$ cat src/rtl/cp0_defs.svh
`ifndef CP0_DEFS_SVH
`define CP0_DEFS_SVH

`define CP0_WORD        32

// Fixed general exception vector, BEV=1 space
`define EXC_VECTOR      32'hBFC0_0380

// Compare starts far away from Count
`define COMPARE_RESET   32'hFFFF_FFFF

// Status fields
`define ST_IE           0
`define ST_EXL          1
`define ST_IM_HI        15
`define ST_IM_LO        8

// Cause fields
`define CA_BD           31
`define CA_IP_HI        15
`define CA_IP_LO        8
`define CA_EXC_HI       6
`define CA_EXC_LO       2

`endif

$ cat src/rtl/excPkg.sv
package excPkg;

    ////////////////////////////////////////////////////////////////////////////
    // Exception codes as written into Cause.ExcCode
    ////////////////////////////////////////////////////////////////////////////
    typedef enum logic [4:0]
    {
        EXC_INT  = 5'h00,
        EXC_ADEL = 5'h04,
        EXC_ADES = 5'h05,
        EXC_SYS  = 5'h08,
        EXC_BP   = 5'h09,
        EXC_RI   = 5'h0a,
        EXC_OV   = 5'h0c
    } excCodeE;

    ////////////////////////////////////////////////////////////////////////////
    // Exception controller states
    ////////////////////////////////////////////////////////////////////////////
    typedef enum logic [1:0]
    {
        CTRL_IDLE    = 2'd0,
        CTRL_ENTER   = 2'd1,
        CTRL_HANDLER = 2'd2,
        CTRL_RETURN  = 2'd3
    } ctrlStateE;

endpackage

$ cat src/rtl/cp0RegPkg.sv
package cp0RegPkg;

    ////////////////////////////////////////////////////////////////////////////
    // CP0 register numbers as seen by mtc0/mfc0
    ////////////////////////////////////////////////////////////////////////////
    // Only the registers this subsystem implements
    typedef enum logic [4:0]
    {
        CP0_BADVADDR = 5'd8,
        CP0_COUNT    = 5'd9,
        CP0_COMPARE  = 5'd11,
        CP0_STATUS   = 5'd12,
        CP0_CAUSE    = 5'd13,
        CP0_EPC      = 5'd14
    } cp0RegE;

endpackage

$ cat src/rtl/excDetect.sv
`timescale 1ns/100ps
`include "cp0_defs.svh"

module excDetect
(
    input  logic                    addressError,
    input  logic                    memRead,
    input  logic                    overflow,
    input  logic                    syscall,
    input  logic                    breakpoint,
    input  logic                    reserved,
    input  logic [`CP0_WORD-1:0]    pc,
    input  logic [`CP0_WORD-1:0]    branchPc,
    input  logic [`CP0_WORD-1:0]    status,
    input  logic [`CP0_WORD-1:0]    cause,
    output logic                    excReq,
    output excPkg::excCodeE         excCode,
    output logic [`CP0_WORD-1:0]    excEpc,
    output logic                    excBd,
    output logic                    badAddrWe
);
    import excPkg::*;

    logic intPending;
    logic anySource;
    logic inDelaySlot;

    // Pending interrupt needs global enable and a matching mask bit
    assign intPending = status[`ST_IE]
                      && (|(cause[`CA_IP_HI:`CA_IP_LO] & status[`ST_IM_HI:`ST_IM_LO]));

    assign anySource = addressError | overflow | syscall | breakpoint | reserved;

    // EXL masks everything while a handler runs
    assign excReq = !status[`ST_EXL] && (anySource || intPending);

    ////////////////////////////////////////////////////////////////////////////
    // Cause priority
    ////////////////////////////////////////////////////////////////////////////
    always_comb
    begin
        excCode = EXC_INT;
        if (intPending)
        begin
            excCode = EXC_INT;
        end
        else if (addressError && memRead)
        begin
            excCode = EXC_ADEL;
        end
        else if (reserved)
        begin
            excCode = EXC_RI;
        end
        else if (overflow)
        begin
            excCode = EXC_OV;
        end
        else if (syscall)
        begin
            excCode = EXC_SYS;
        end
        else if (breakpoint)
        begin
            excCode = EXC_BP;
        end
        else if (addressError)
        begin
            excCode = EXC_ADES;
        end
    end

    // BadVAddr only when the winning cause is an address error
    assign badAddrWe = excReq && ((excCode == EXC_ADEL) || (excCode == EXC_ADES));

    // Delay slot instruction restarts at its branch
    assign inDelaySlot = (pc == branchPc);
    assign excEpc      = inDelaySlot ? (pc - `CP0_WORD'd4) : pc;
    assign excBd       = inDelaySlot;

endmodule

$ cat src/rtl/cp0Regs.sv
`timescale 1ns/100ps
`include "cp0_defs.svh"

module cp0Regs
(
    input  logic                    clk,
    input  logic                    rstN,
    input  logic                    excTake,
    input  logic                    eretTake,
    input  excPkg::excCodeE         excCode,
    input  logic [`CP0_WORD-1:0]    excEpc,
    input  logic                    excBd,
    input  logic                    badAddrWe,
    input  logic [`CP0_WORD-1:0]    badAddr,
    input  logic [5:0]              hwInt,
    input  logic                    timerIrq,
    input  logic                    mtc0,
    input  cp0RegPkg::cp0RegE       regSel,
    input  logic [`CP0_WORD-1:0]    wrData,
    input  logic [`CP0_WORD-1:0]    count,
    input  logic [`CP0_WORD-1:0]    compare,
    output logic [`CP0_WORD-1:0]    status,
    output logic [`CP0_WORD-1:0]    cause,
    output logic [`CP0_WORD-1:0]    epc,
    output logic [`CP0_WORD-1:0]    rdData
);
    import cp0RegPkg::*;

    logic [`CP0_WORD-1:0] badVAddr;
    logic [`CP0_WORD-1:0] statusWr;
    logic                 statusWe;
    logic                 causeWe;
    logic                 epcWe;

    assign statusWe = mtc0 && (regSel == CP0_STATUS);
    assign causeWe  = mtc0 && (regSel == CP0_CAUSE);
    assign epcWe    = mtc0 && (regSel == CP0_EPC);

    // Only IM, EXL and IE are implemented in Status
    always_comb
    begin
        statusWr                        = '0;
        statusWr[`ST_IM_HI:`ST_IM_LO]   = wrData[`ST_IM_HI:`ST_IM_LO];
        statusWr[`ST_EXL]               = wrData[`ST_EXL];
        statusWr[`ST_IE]                = wrData[`ST_IE];
    end

    ////////////////////////////////////////////////////////////////////////////
    // Status and Cause
    ////////////////////////////////////////////////////////////////////////////
    always_ff @(posedge clk)
    begin
        if (!rstN)
        begin
            status <= '0;
        end
        else if (excTake)
        begin
            status[`ST_EXL] <= 1'b1;
        end
        else if (eretTake)
        begin
            status[`ST_EXL] <= 1'b0;
        end
        else if (statusWe)
        begin
            status <= statusWr;
        end
    end

    always_ff @(posedge clk)
    begin
        if (!rstN)
        begin
            cause <= '0;
        end
        else
        begin
            // IP7 shares the top hardware line with the timer
            cause[`CA_IP_HI:(`CA_IP_LO + 2)] <= {hwInt[5] | timerIrq, hwInt[4:0]};
            if (excTake)
            begin
                cause[`CA_BD]                <= excBd;
                cause[`CA_EXC_HI:`CA_EXC_LO] <= excCode;
            end
            else if (causeWe)
            begin
                // Software interrupt bits
                cause[(`CA_IP_LO + 1):`CA_IP_LO] <= wrData[(`CA_IP_LO + 1):`CA_IP_LO];
            end
        end
    end

    ////////////////////////////////////////////////////////////////////////////
    // EPC and BadVAddr
    ////////////////////////////////////////////////////////////////////////////
    always_ff @(posedge clk)
    begin
        if (excTake)
        begin
            epc <= excEpc;
        end
        else if (epcWe)
        begin
            epc <= wrData;
        end
    end

    always_ff @(posedge clk)
    begin
        if (excTake && badAddrWe)
        begin
            badVAddr <= badAddr;
        end
    end

    // mfc0 read port
    always_comb
    begin
        case (regSel)
            CP0_BADVADDR: rdData = badVAddr;
            CP0_COUNT:    rdData = count;
            CP0_COMPARE:  rdData = compare;
            CP0_STATUS:   rdData = status;
            CP0_CAUSE:    rdData = cause;
            CP0_EPC:      rdData = epc;
            default:      rdData = '0;
        endcase
    end

    // Entry and return strobes come from one FSM state each
    noTakeAndEret: assert property (@(posedge clk) disable iff (!rstN)
        !(excTake && eretTake))
        else $error("cp0Regs: exception take and eret in the same cycle");

endmodule

$ cat src/rtl/cp0Timer.sv
`timescale 1ns/100ps
`include "cp0_defs.svh"

module cp0Timer
(
    input  logic                    clk,
    input  logic                    rstN,
    input  logic                    mtc0,
    input  cp0RegPkg::cp0RegE       regSel,
    input  logic [`CP0_WORD-1:0]    wrData,
    output logic [`CP0_WORD-1:0]    count,
    output logic [`CP0_WORD-1:0]    compare,
    output logic                    timerIrq
);
    import cp0RegPkg::*;

    logic countWe;
    logic compareWe;

    assign countWe   = mtc0 && (regSel == CP0_COUNT);
    assign compareWe = mtc0 && (regSel == CP0_COMPARE);

    always_ff @(posedge clk)
    begin
        if (!rstN)
        begin
            count    <= '0;
            compare  <= `COMPARE_RESET;
            timerIrq <= 1'b0;
        end
        else
        begin
            // Free running unless software loads it
            count <= countWe ? wrData : (count + `CP0_WORD'd1);
            if (compareWe)
            begin
                compare <= wrData;
            end
            // Sticky match, acknowledged by any Compare write
            if (compareWe)
            begin
                timerIrq <= 1'b0;
            end
            else if (count == compare)
            begin
                timerIrq <= 1'b1;
            end
        end
    end

endmodule

$ cat src/rtl/excCtrl.sv
`timescale 1ns/100ps
`include "cp0_defs.svh"

module excCtrl
(
    input  logic                    clk,
    input  logic                    rstN,
    input  logic                    excReq,
    input  logic                    eret,
    input  logic [`CP0_WORD-1:0]    epc,
    output logic                    excTake,
    output logic                    eretTake,
    output logic                    redirect,
    output logic [`CP0_WORD-1:0]    newPc
);
    import excPkg::*;

    ctrlStateE state;
    ctrlStateE nextState;

    always_ff @(posedge clk)
    begin
        if (!rstN)
        begin
            state <= CTRL_IDLE;
        end
        else
        begin
            state <= nextState;
        end
    end

    ////////////////////////////////////////////////////////////////////////////
    // Next state and strobes
    ////////////////////////////////////////////////////////////////////////////
    always_comb
    begin
        nextState = state;
        excTake   = 1'b0;
        eretTake  = 1'b0;
        redirect  = 1'b0;
        newPc     = `EXC_VECTOR;
        case (state)
            CTRL_IDLE:
            begin
                excTake = excReq;
                if (excReq)
                begin
                    nextState = CTRL_ENTER;
                end
            end
            CTRL_ENTER:
            begin
                // Fetch goes to the vector
                redirect  = 1'b1;
                nextState = CTRL_HANDLER;
            end
            CTRL_HANDLER:
            begin
                // eret only counts inside a handler
                eretTake = eret;
                if (eret)
                begin
                    nextState = CTRL_RETURN;
                end
            end
            CTRL_RETURN:
            begin
                redirect  = 1'b1;
                newPc     = epc;
                nextState = CTRL_IDLE;
            end
            default:
            begin
                nextState = CTRL_IDLE;
            end
        endcase
    end

    // Entry and return are always separated by the handler state
    singleRedirect: assert property (@(posedge clk) disable iff (!rstN)
        redirect |=> !redirect)
        else $error("excCtrl: redirect held for two cycles");

endmodule

$ cat src/rtl/cp0Top.sv
`timescale 1ns/100ps
`include "cp0_defs.svh"

module cp0Top
(
    input  logic                    clk,
    input  logic                    rstN,
    input  logic                    addressError,
    input  logic                    memRead,
    input  logic                    overflow,
    input  logic                    syscall,
    input  logic                    breakpoint,
    input  logic                    reserved,
    input  logic [`CP0_WORD-1:0]    badAddr,
    input  logic [`CP0_WORD-1:0]    pc,
    input  logic [`CP0_WORD-1:0]    branchPc,
    input  logic [5:0]              hwInt,
    input  logic                    eret,
    input  logic                    mtc0,
    input  cp0RegPkg::cp0RegE       regSel,
    input  logic [`CP0_WORD-1:0]    wrData,
    output logic [`CP0_WORD-1:0]    rdData,
    output logic                    redirect,
    output logic [`CP0_WORD-1:0]    newPc,
    output excPkg::excCodeE         excCode,
    output logic                    excTaken
);
    import excPkg::*;

    logic                   excReq;
    excCodeE                detCode;
    logic [`CP0_WORD-1:0]   excEpc;
    logic                   excBd;
    logic                   badAddrWe;
    logic                   eretTake;
    logic [`CP0_WORD-1:0]   status;
    logic [`CP0_WORD-1:0]   cause;
    logic [`CP0_WORD-1:0]   epc;
    logic [`CP0_WORD-1:0]   count;
    logic [`CP0_WORD-1:0]   compare;
    logic                   timerIrq;

    // Recorded cause, not the live prioritizer output
    assign excCode = excCodeE'(cause[`CA_EXC_HI:`CA_EXC_LO]);

    excDetect uDetect
    (
        .addressError (addressError),
        .memRead      (memRead),
        .overflow     (overflow),
        .syscall      (syscall),
        .breakpoint   (breakpoint),
        .reserved     (reserved),
        .pc           (pc),
        .branchPc     (branchPc),
        .status       (status),
        .cause        (cause),
        .excReq       (excReq),
        .excCode      (detCode),
        .excEpc       (excEpc),
        .excBd        (excBd),
        .badAddrWe    (badAddrWe)
    );

    cp0Regs uRegs
    (
        .clk       (clk),
        .rstN      (rstN),
        .excTake   (excTaken),
        .eretTake  (eretTake),
        .excCode   (detCode),
        .excEpc    (excEpc),
        .excBd     (excBd),
        .badAddrWe (badAddrWe),
        .badAddr   (badAddr),
        .hwInt     (hwInt),
        .timerIrq  (timerIrq),
        .mtc0      (mtc0),
        .regSel    (regSel),
        .wrData    (wrData),
        .count     (count),
        .compare   (compare),
        .status    (status),
        .cause     (cause),
        .epc       (epc),
        .rdData    (rdData)
    );

    cp0Timer uTimer
    (
        .clk      (clk),
        .rstN     (rstN),
        .mtc0     (mtc0),
        .regSel   (regSel),
        .wrData   (wrData),
        .count    (count),
        .compare  (compare),
        .timerIrq (timerIrq)
    );

    excCtrl uCtrl
    (
        .clk      (clk),
        .rstN     (rstN),
        .excReq   (excReq),
        .eret     (eret),
        .epc      (epc),
        .excTake  (excTaken),
        .eretTake (eretTake),
        .redirect (redirect),
        .newPc    (newPc)
    );

endmodule

$ cat config.mk
export PLATFORM = sky130hd
export DESIGN_NAME = cp0Top
export DESIGN_NICKNAME = d
export VERILOG_FILES = /design/src/rtl/excPkg.sv /design/src/rtl/cp0RegPkg.sv /design/src/rtl/excDetect.sv /design/src/rtl/cp0Regs.sv /design/src/rtl/cp0Timer.sv /design/src/rtl/excCtrl.sv /design/src/rtl/cp0Top.sv
export VERILOG_INCLUDE_DIRS = /design/src /design/src/rtl
export SDC_FILE = /design/constraint.sdc
export NUM_CORES = 1
export LEC_CHECK = 0
export ABC_AREA = 1
export BUFFER_PORTS_ARGS = -buffer_cell sky130_fd_sc_hd__buf_2
export CELL_PAD_IN_SITES_DETAIL_PLACEMENT = 0
export CELL_PAD_IN_SITES_GLOBAL_PLACEMENT = 2
export CORE_MARGIN = 10
export CORE_UTILIZATION = 30
export CTS_CLUSTER_DIAMETER = 80
export DETAILED_ROUTE_END_ITERATION = 8
export PLACE_DENSITY_LB_ADDON = 0.1
export SLEW_MARGIN = 10
export SYNTH_ARGS = -nofsm -noshare
export SYNTH_HDL_FRONTEND = slang
export SYNTH_HIERARCHICAL = 1
export SYNTH_SLANG_ARGS = --single-unit
$ cat constraint.sdc
create_clock -name clk -period 4.6 [get_ports clk]
set_input_delay 0.92 -clock clk [delete_from_list [all_inputs] [get_ports clk]]
set_output_delay 0.92 -clock clk [all_outputs]
set_load 0.005 [all_outputs]
==> metrics.txt, run 1 <==
pins over their slew limit=0; routed wirelength normalized by instance count=20.2 µm; maximum fanout along the worst path=33; vias in the first global route=11400; average footprint of a synthesized cell=6.22 µm²; post-route clock skew=0.0208 ns; fill count=4100; largest voltage drop on the vdd net=0.186 mV; number of hold violations in the final report=0; class of the tightest hold or removal check=reg -> reg; number of H-tree levels=4; final clock period utilization by the worst path=78.4%; Die Footprint=45100 µm²; weighted congestion at the end of routability-driven global placement=0.872; largest net degree at the start of global routing=51; PwrDens=342 nW/µm²; Arrival @ worst endpoint=2.69 ns; Worst-path clk slew=0.08 ns; reported leakage power=6.71 nW; Placed Instance Area=12500 µm²; number of buffers between clock root and the deepest sink=2; source of the worst hold timing path=uRegs/status[12]; quantity of gates resized following cts=0; required time reported for the critical path endpoint=3.68 ns; post-CTS setup buffer count=0; most common library cell in the layout ignoring fill and taps=nand2_1; Psw=1.59 mW; core area=36500 µm²; fin crit period=3.61 ns; CTS Sinks=155; routed via count divided by cell count=4.75; largest stage delay on the critical path=0.72 ns; CP Class=in -> out; switching share of power=35.5%; Total Neg Setup Slack=0 ns; Core Rows=70; launching point of the worst reg2reg path=uRegs/cause[10]; capturing element type of the critical path=output port; residual overflow from global routing=0; DIE HEIGHT=212 µm; number of I/O pins=220; number of synthesis warnings=6; fraction of final layout cells with drive strength greater than 1=16.2%; number of nets in the final layout=2121; global routing usage summed across all routing layers=21.6%; reg-to-reg endpoint=uRegs/status[13]; Clk network pwr share=32.7%; vias after detailed routing=11600; internal portion of total power=2.89 mW; leading cell types in the layout, fill and taps excluded=nand2_1 (700), buf_2 (219), inv_1 (219); count of endpoints failing setup in the final report=0; First DRT Iteration DRCs=596; Final Util=35.8%; number of antenna violations at the first check in global routing=5; DP Wirelength=39.5 mm; TritonCTS Buffers=17; remaining number of nets flagged by the antenna check after routing=0; fraction of power consumed by sequential logic=42.7%; post-layout instance area=13100 µm²; master cell of the clock root buffer=clkbuf_16; Hold Path Depth=2; Die Width=212 µm; # port buffers=219; first-pass GRT wire length=72.1 mm; detailed-route wire length=49.3 mm; synthesized cell area=11100 µm²; Multi-input gate area=6050 µm²; layout-stage area growth over the synthesis result=17.8%; initial core utilization=30.4%; unrepaired setup endpoints after global routing=no; combinational cell fraction of total power=24.6%; Clock Latency Late Sink=0.45 ns; First-pass DRT Iterations=5; maximum operating frequency=277 MHz; Reg2Reg Depth=10; sequence of cells on the critical path=buf_2, inv_2, nand2_2, nor2_2, nand2_1, nand2_1, nor2_1, nand2_1, buf_2; Worst Tran Pin Value=1.06 ns; area taken by flip-flops and latches=3740 µm²; Critical Path Slowest Stage Cell=nor2_2; run status=finished clean; CTS tree=built; nets in the synthesized netlist=1940; CTS Hold Buffers Added=0; number of DRC violations after detailed routing=0; Hold Path Sink=uRegs/status[12]; cell seen most often among critical-path stages=nand2_1; flop-to-flop setup slack=1.70 ns; slew margin rel.=28.9%; Max Cap Viol=0; crit start category=primary input; number of standard cells after synthesis=1785
==> registers in the layout, indices dropped and copies added, names as in the netlist <==
| signal | cells |
|---|---|
| uRegs/badVAddr | 32 |
| uRegs/epc | 32 |
| uTimer/compare | 32 |
| uTimer/count | 32 |
| uRegs/cause | 14 |
| uRegs/status | 10 |
| uCtrl/state | 2 |
| uTimer/timerIrq | 1 |
==> power by group through the flow <==
stage / registers [mW] / clock network [mW] / logic, mW
5_1_grt: 1.93 / 1.55 / 1.26
2_1_floorplan: 1.87 / 0 / 0.668
6_report: 1.91 / 1.46 / 1.10
3_5_place_dp: 1.94 / 0 / 1.12
3_3_place_gp: 1.93 / 0 / 1.10
4_1_cts: 1.91 / 1.50 / 1.12
==> how the worst max path moves through the flow <==
| stage | startpoint | end | cells after the start |
|---|---|---|---|
| 6_report | regSel[1] | rdData[9] | 9 |
| 5_1_grt | regSel[1] | rdData[8] | 9 |
| 4_1_cts | regSel[1] | rdData[8] | 9 |
| 3_5_place_dp | regSel[1] | rdData[8] | 9 |
| 3_3_place_gp | regSel[1] | rdData[19] | 8 |
| 2_1_floorplan | regSel[3] | uRegs/epc[0] | 4 |
==> area by class of cell <==
cell class	instances	area share (%)
multi-input cells	1323	46.3
diodes	1	0.0191
flip-flops and latches	155	28.6
well taps	468	4.48
clock buffers	21	3.86
inverters	237	6.80
clock inverters	11	0.698
repair buffers	232	9.22
==> layer usage <==
layer	GRT usage [%]	wire length [µm]
met1	26.9	21600
met2	36.6	24000
met3	4.26	2600
met4	7.39	1170
met5	0	47
==> critical path: cells and delay by family <==
kind | cells | cell delay (ns)
buffers and inverters | 3 | 0.60
and+or+nand+nor | 6 | 1.14
==> metrics by stage <==
| stage | setup WS (ns) | power [mW] | hold slack (ns) | cells |
|---|---|---|---|---|
| detailed placement | 1.03 | 3.06 | 0.473 | 2415 |
| CTS | 1.02 | 4.53 | 0.484 | 2447 |
| finish | 0.994 | 4.47 | 0.486 | 2448 |
| floorplan | 0.569 | 2.54 | 0.426 | 1785 |
| global route | 0.825 | 4.74 | 0.504 | 2448 |
| global placement | 1.05 | 3.04 | 0.465 | 2415 |
(Power assumes the default switching activity.)
==> run 2: changes to the inputs <==
- ABC_AREA: 1 -> 0
- clock period: 4.6 -> 3.2 ns (I/O delays scaled with it)
==> metrics.txt, run 2 <==
number of standard cells after synthesis=925 (-48%); # port buffers=219 (unchanged); Worst Tran Pin Value=0.711 ns (-0.352 ns); number of buffers between clock root and the deepest sink=2 (unchanged); source of the worst hold timing path=badAddr[19]; CP Class=reg -> out; maximum fanout along the worst path=39 (+18%); CP bufs+invs=2 (-1); Worst-path clk slew=0.07 ns (about the same); fill count=3028 (-26%); DP Wirelength=27.9 mm (-29%); reg-to-reg endpoint=uRegs/badVAddr[30]; run status=finished clean; class of the tightest hold or removal check=in -> reg; Core Rows=62 (-11%); CTS Hold Buffers Added=0 (unchanged); number of antenna violations at the first check in global routing=5 (unchanged); post-route clock skew=0.0161 ns (-0.00470 ns); crit start category=flop; CTS tree=built; fraction of power consumed by sequential logic=43.7% (+1.0 points); largest voltage drop on the vdd net=0.401 mV (+120%); launching point of the worst reg2reg path=uRegs/cause[12]; Critical Path Slowest Stage Cell=dfxtp_1; largest delay contributor family on the critical path=simple AND/OR/NAND/NOR gates; area taken by flip-flops and latches=3740 µm² (unchanged); Psw=2.01 mW (+27%); switching share of power=31.6% (-3.9 points); CTS Sinks=155 (unchanged); remaining number of nets flagged by the antenna check after routing=0 (unchanged); number of DRC violations after detailed routing=0 (unchanged); vias in the first global route=8153 (-29%); nets in the synthesized netlist=1080 (-44%); largest stage delay on the critical path=0.38 ns (-0.34 ns); DIE HEIGHT=191 µm (-10%); number of I/O pins=220 (unchanged); master cell of the clock root buffer=clkbuf_16; fraction of final layout cells with drive strength greater than 1=31.6% (+15 points); count of endpoints failing setup in the final report=0 (unchanged); pins over their slew limit=0 (unchanged); PwrDens=574 nW/µm² (+68%); routed via count divided by cell count=5.11 (+7.5%); Multi-input gate area=4740 µm² (-22%); flop-to-flop setup slack=0.64 ns (-1.06 ns); initial core utilization=30.5% (+0.076 points); Clk network pwr share=32.3% (-0.4 points); detailed-route wire length=35.6 mm (-28%); core area=28800 µm² (-21%); average footprint of a synthesized cell=9.48 µm² (+52%); number of hold violations in the final report=0 (unchanged); leading cell types in the layout, fill and taps excluded=buf_2 (219), nand2_1 (124), dfxtp_1 (91); post-CTS setup buffer count=0 (unchanged); layout-stage area growth over the synthesis result=26.4%; Max Cap Viol=0 (unchanged); First-pass DRT Iterations=5 (unchanged); quantity of gates resized following cts=0 (unchanged); synthesized cell area=8770 µm² (-21%); slew margin rel.=52.5% (+24 points); worst hold slack after final layout=0.377 ns (-0.109 ns); Hold Path Sink=uRegs/badVAddr[19]; residual overflow from global routing=0 (unchanged); Die Width=191 µm (-10%); number of synthesis warnings=6 (unchanged); capturing element type of the critical path=output port; weighted congestion at the end of routability-driven global placement=0.803 (-8.0%); vias after detailed routing=7894 (-32%); First DRT Iteration DRCs=481 (-19%); total power consumption of the routed design=6.36 mW (+42%); Hold Path Depth=1 (-1); combinational cell fraction of total power=24.0% (-0.6 points); maximum operating frequency=332 MHz; fin crit period=3.01 ns; Clock Latency Late Sink=0.43 ns (-0.02 ns); dpl cells=1512 (-37%); routed wirelength normalized by instance count=23.0 µm (+14%); required time reported for the critical path endpoint=2.56 ns (-1.12 ns); Reg2Reg Depth=8 (-2); first-pass GRT wire length=53.1 mm (-26%); Post-Place Worst Slack=-0.0115 ns (-1.04 ns); TritonCTS Buffers=17 (unchanged); global routing usage summed across all routing layers=19.4% (-2.3 points); Total Neg Setup Slack=0 ns (unchanged); Final Non-Filler Cells=1545 (-37%); Arrival @ worst endpoint=2.37 ns (-0.32 ns); unrepaired setup endpoints after global routing=no; largest net degree at the start of global routing=40 (-22%); sequence of cells on the critical path=a22oi_1, nand4_1, nand2_1, a31oi_1, and2_2, buf_12, buf_2; Die Footprint=36500 µm² (-19%); internal portion of total power=4.35 mW (+51%); reported leakage power=4.51 nW (-33%); final clock period utilization by the worst path=94.1%; Final Worst Setup Slack=0.188 ns (-0.806 ns); most common library cell in the layout ignoring fill and taps=buf_2; number of nets in the final layout=1302 (-39%); number of H-tree levels=4 (unchanged)
## run 2: per-stage QoR
| stage | cell area [µm²] | utilization, % |
|---|---|---|
| final | 11100 | 38.5 |
| after global routing | 11100 | 38.5 |
| after CTS | 11100 | 38.5 |
| after detailed placement | 10500 | 36.5 |
| after global placement | 10500 | 36.5 |
| after floorplan | 8770 | - |
## run 2: power groups by stage
stage / clock network [mW] / logic (mW) / registers (mW)
after CTS: 2.11 / 1.57 / 2.78
after floorplan: 0 / 0.908 / 2.66
after global placement: 0 / 1.55 / 2.83
after detailed placement: 0 / 1.56 / 2.83
after global routing: 2.18 / 1.68 / 2.81
final: 2.06 / 1.53 / 2.78
## run 2: per-layer routing
layer | track usage, % | routed length (µm) | vias to the layer above
li1 | - | - | 3795
met1 | 27.4 | 17400 | 3826
met2 | 29.2 | 15500 | 251
met3 | 4.52 | 2290 | 20
met4 | 4.24 | 327 | 2
met5 | 0 | 9 | -
## run 2: layout make-up
cell class              instances  share of cell area (%)
clock inverters                13                    1.19
inverters                      13                   0.440
multi-input cells             699                    42.7
repair buffers                261                    13.4
well taps                     384                    4.34
clock buffers                  19                    4.10
flip-flops and latches        155                    33.8
diodes                          1                  0.0226
## run 2: worst max-delay path by stage
stage          slack (ns)            end        startpoint  cells after the start
2_1_floorplan        0.23  uRegs/epc[22]             pc[2]                     10
3_3_place_gp       -0.001  uRegs/epc[22]             pc[2]                     10
3_5_place_dp        -0.01  uRegs/epc[22]             pc[2]                     10
4_1_cts              0.14       excTaken  uRegs/status[14]                      7
5_1_grt              0.04       excTaken   uRegs/cause[12]                      7
6_report             0.19       excTaken   uRegs/cause[12]                      7
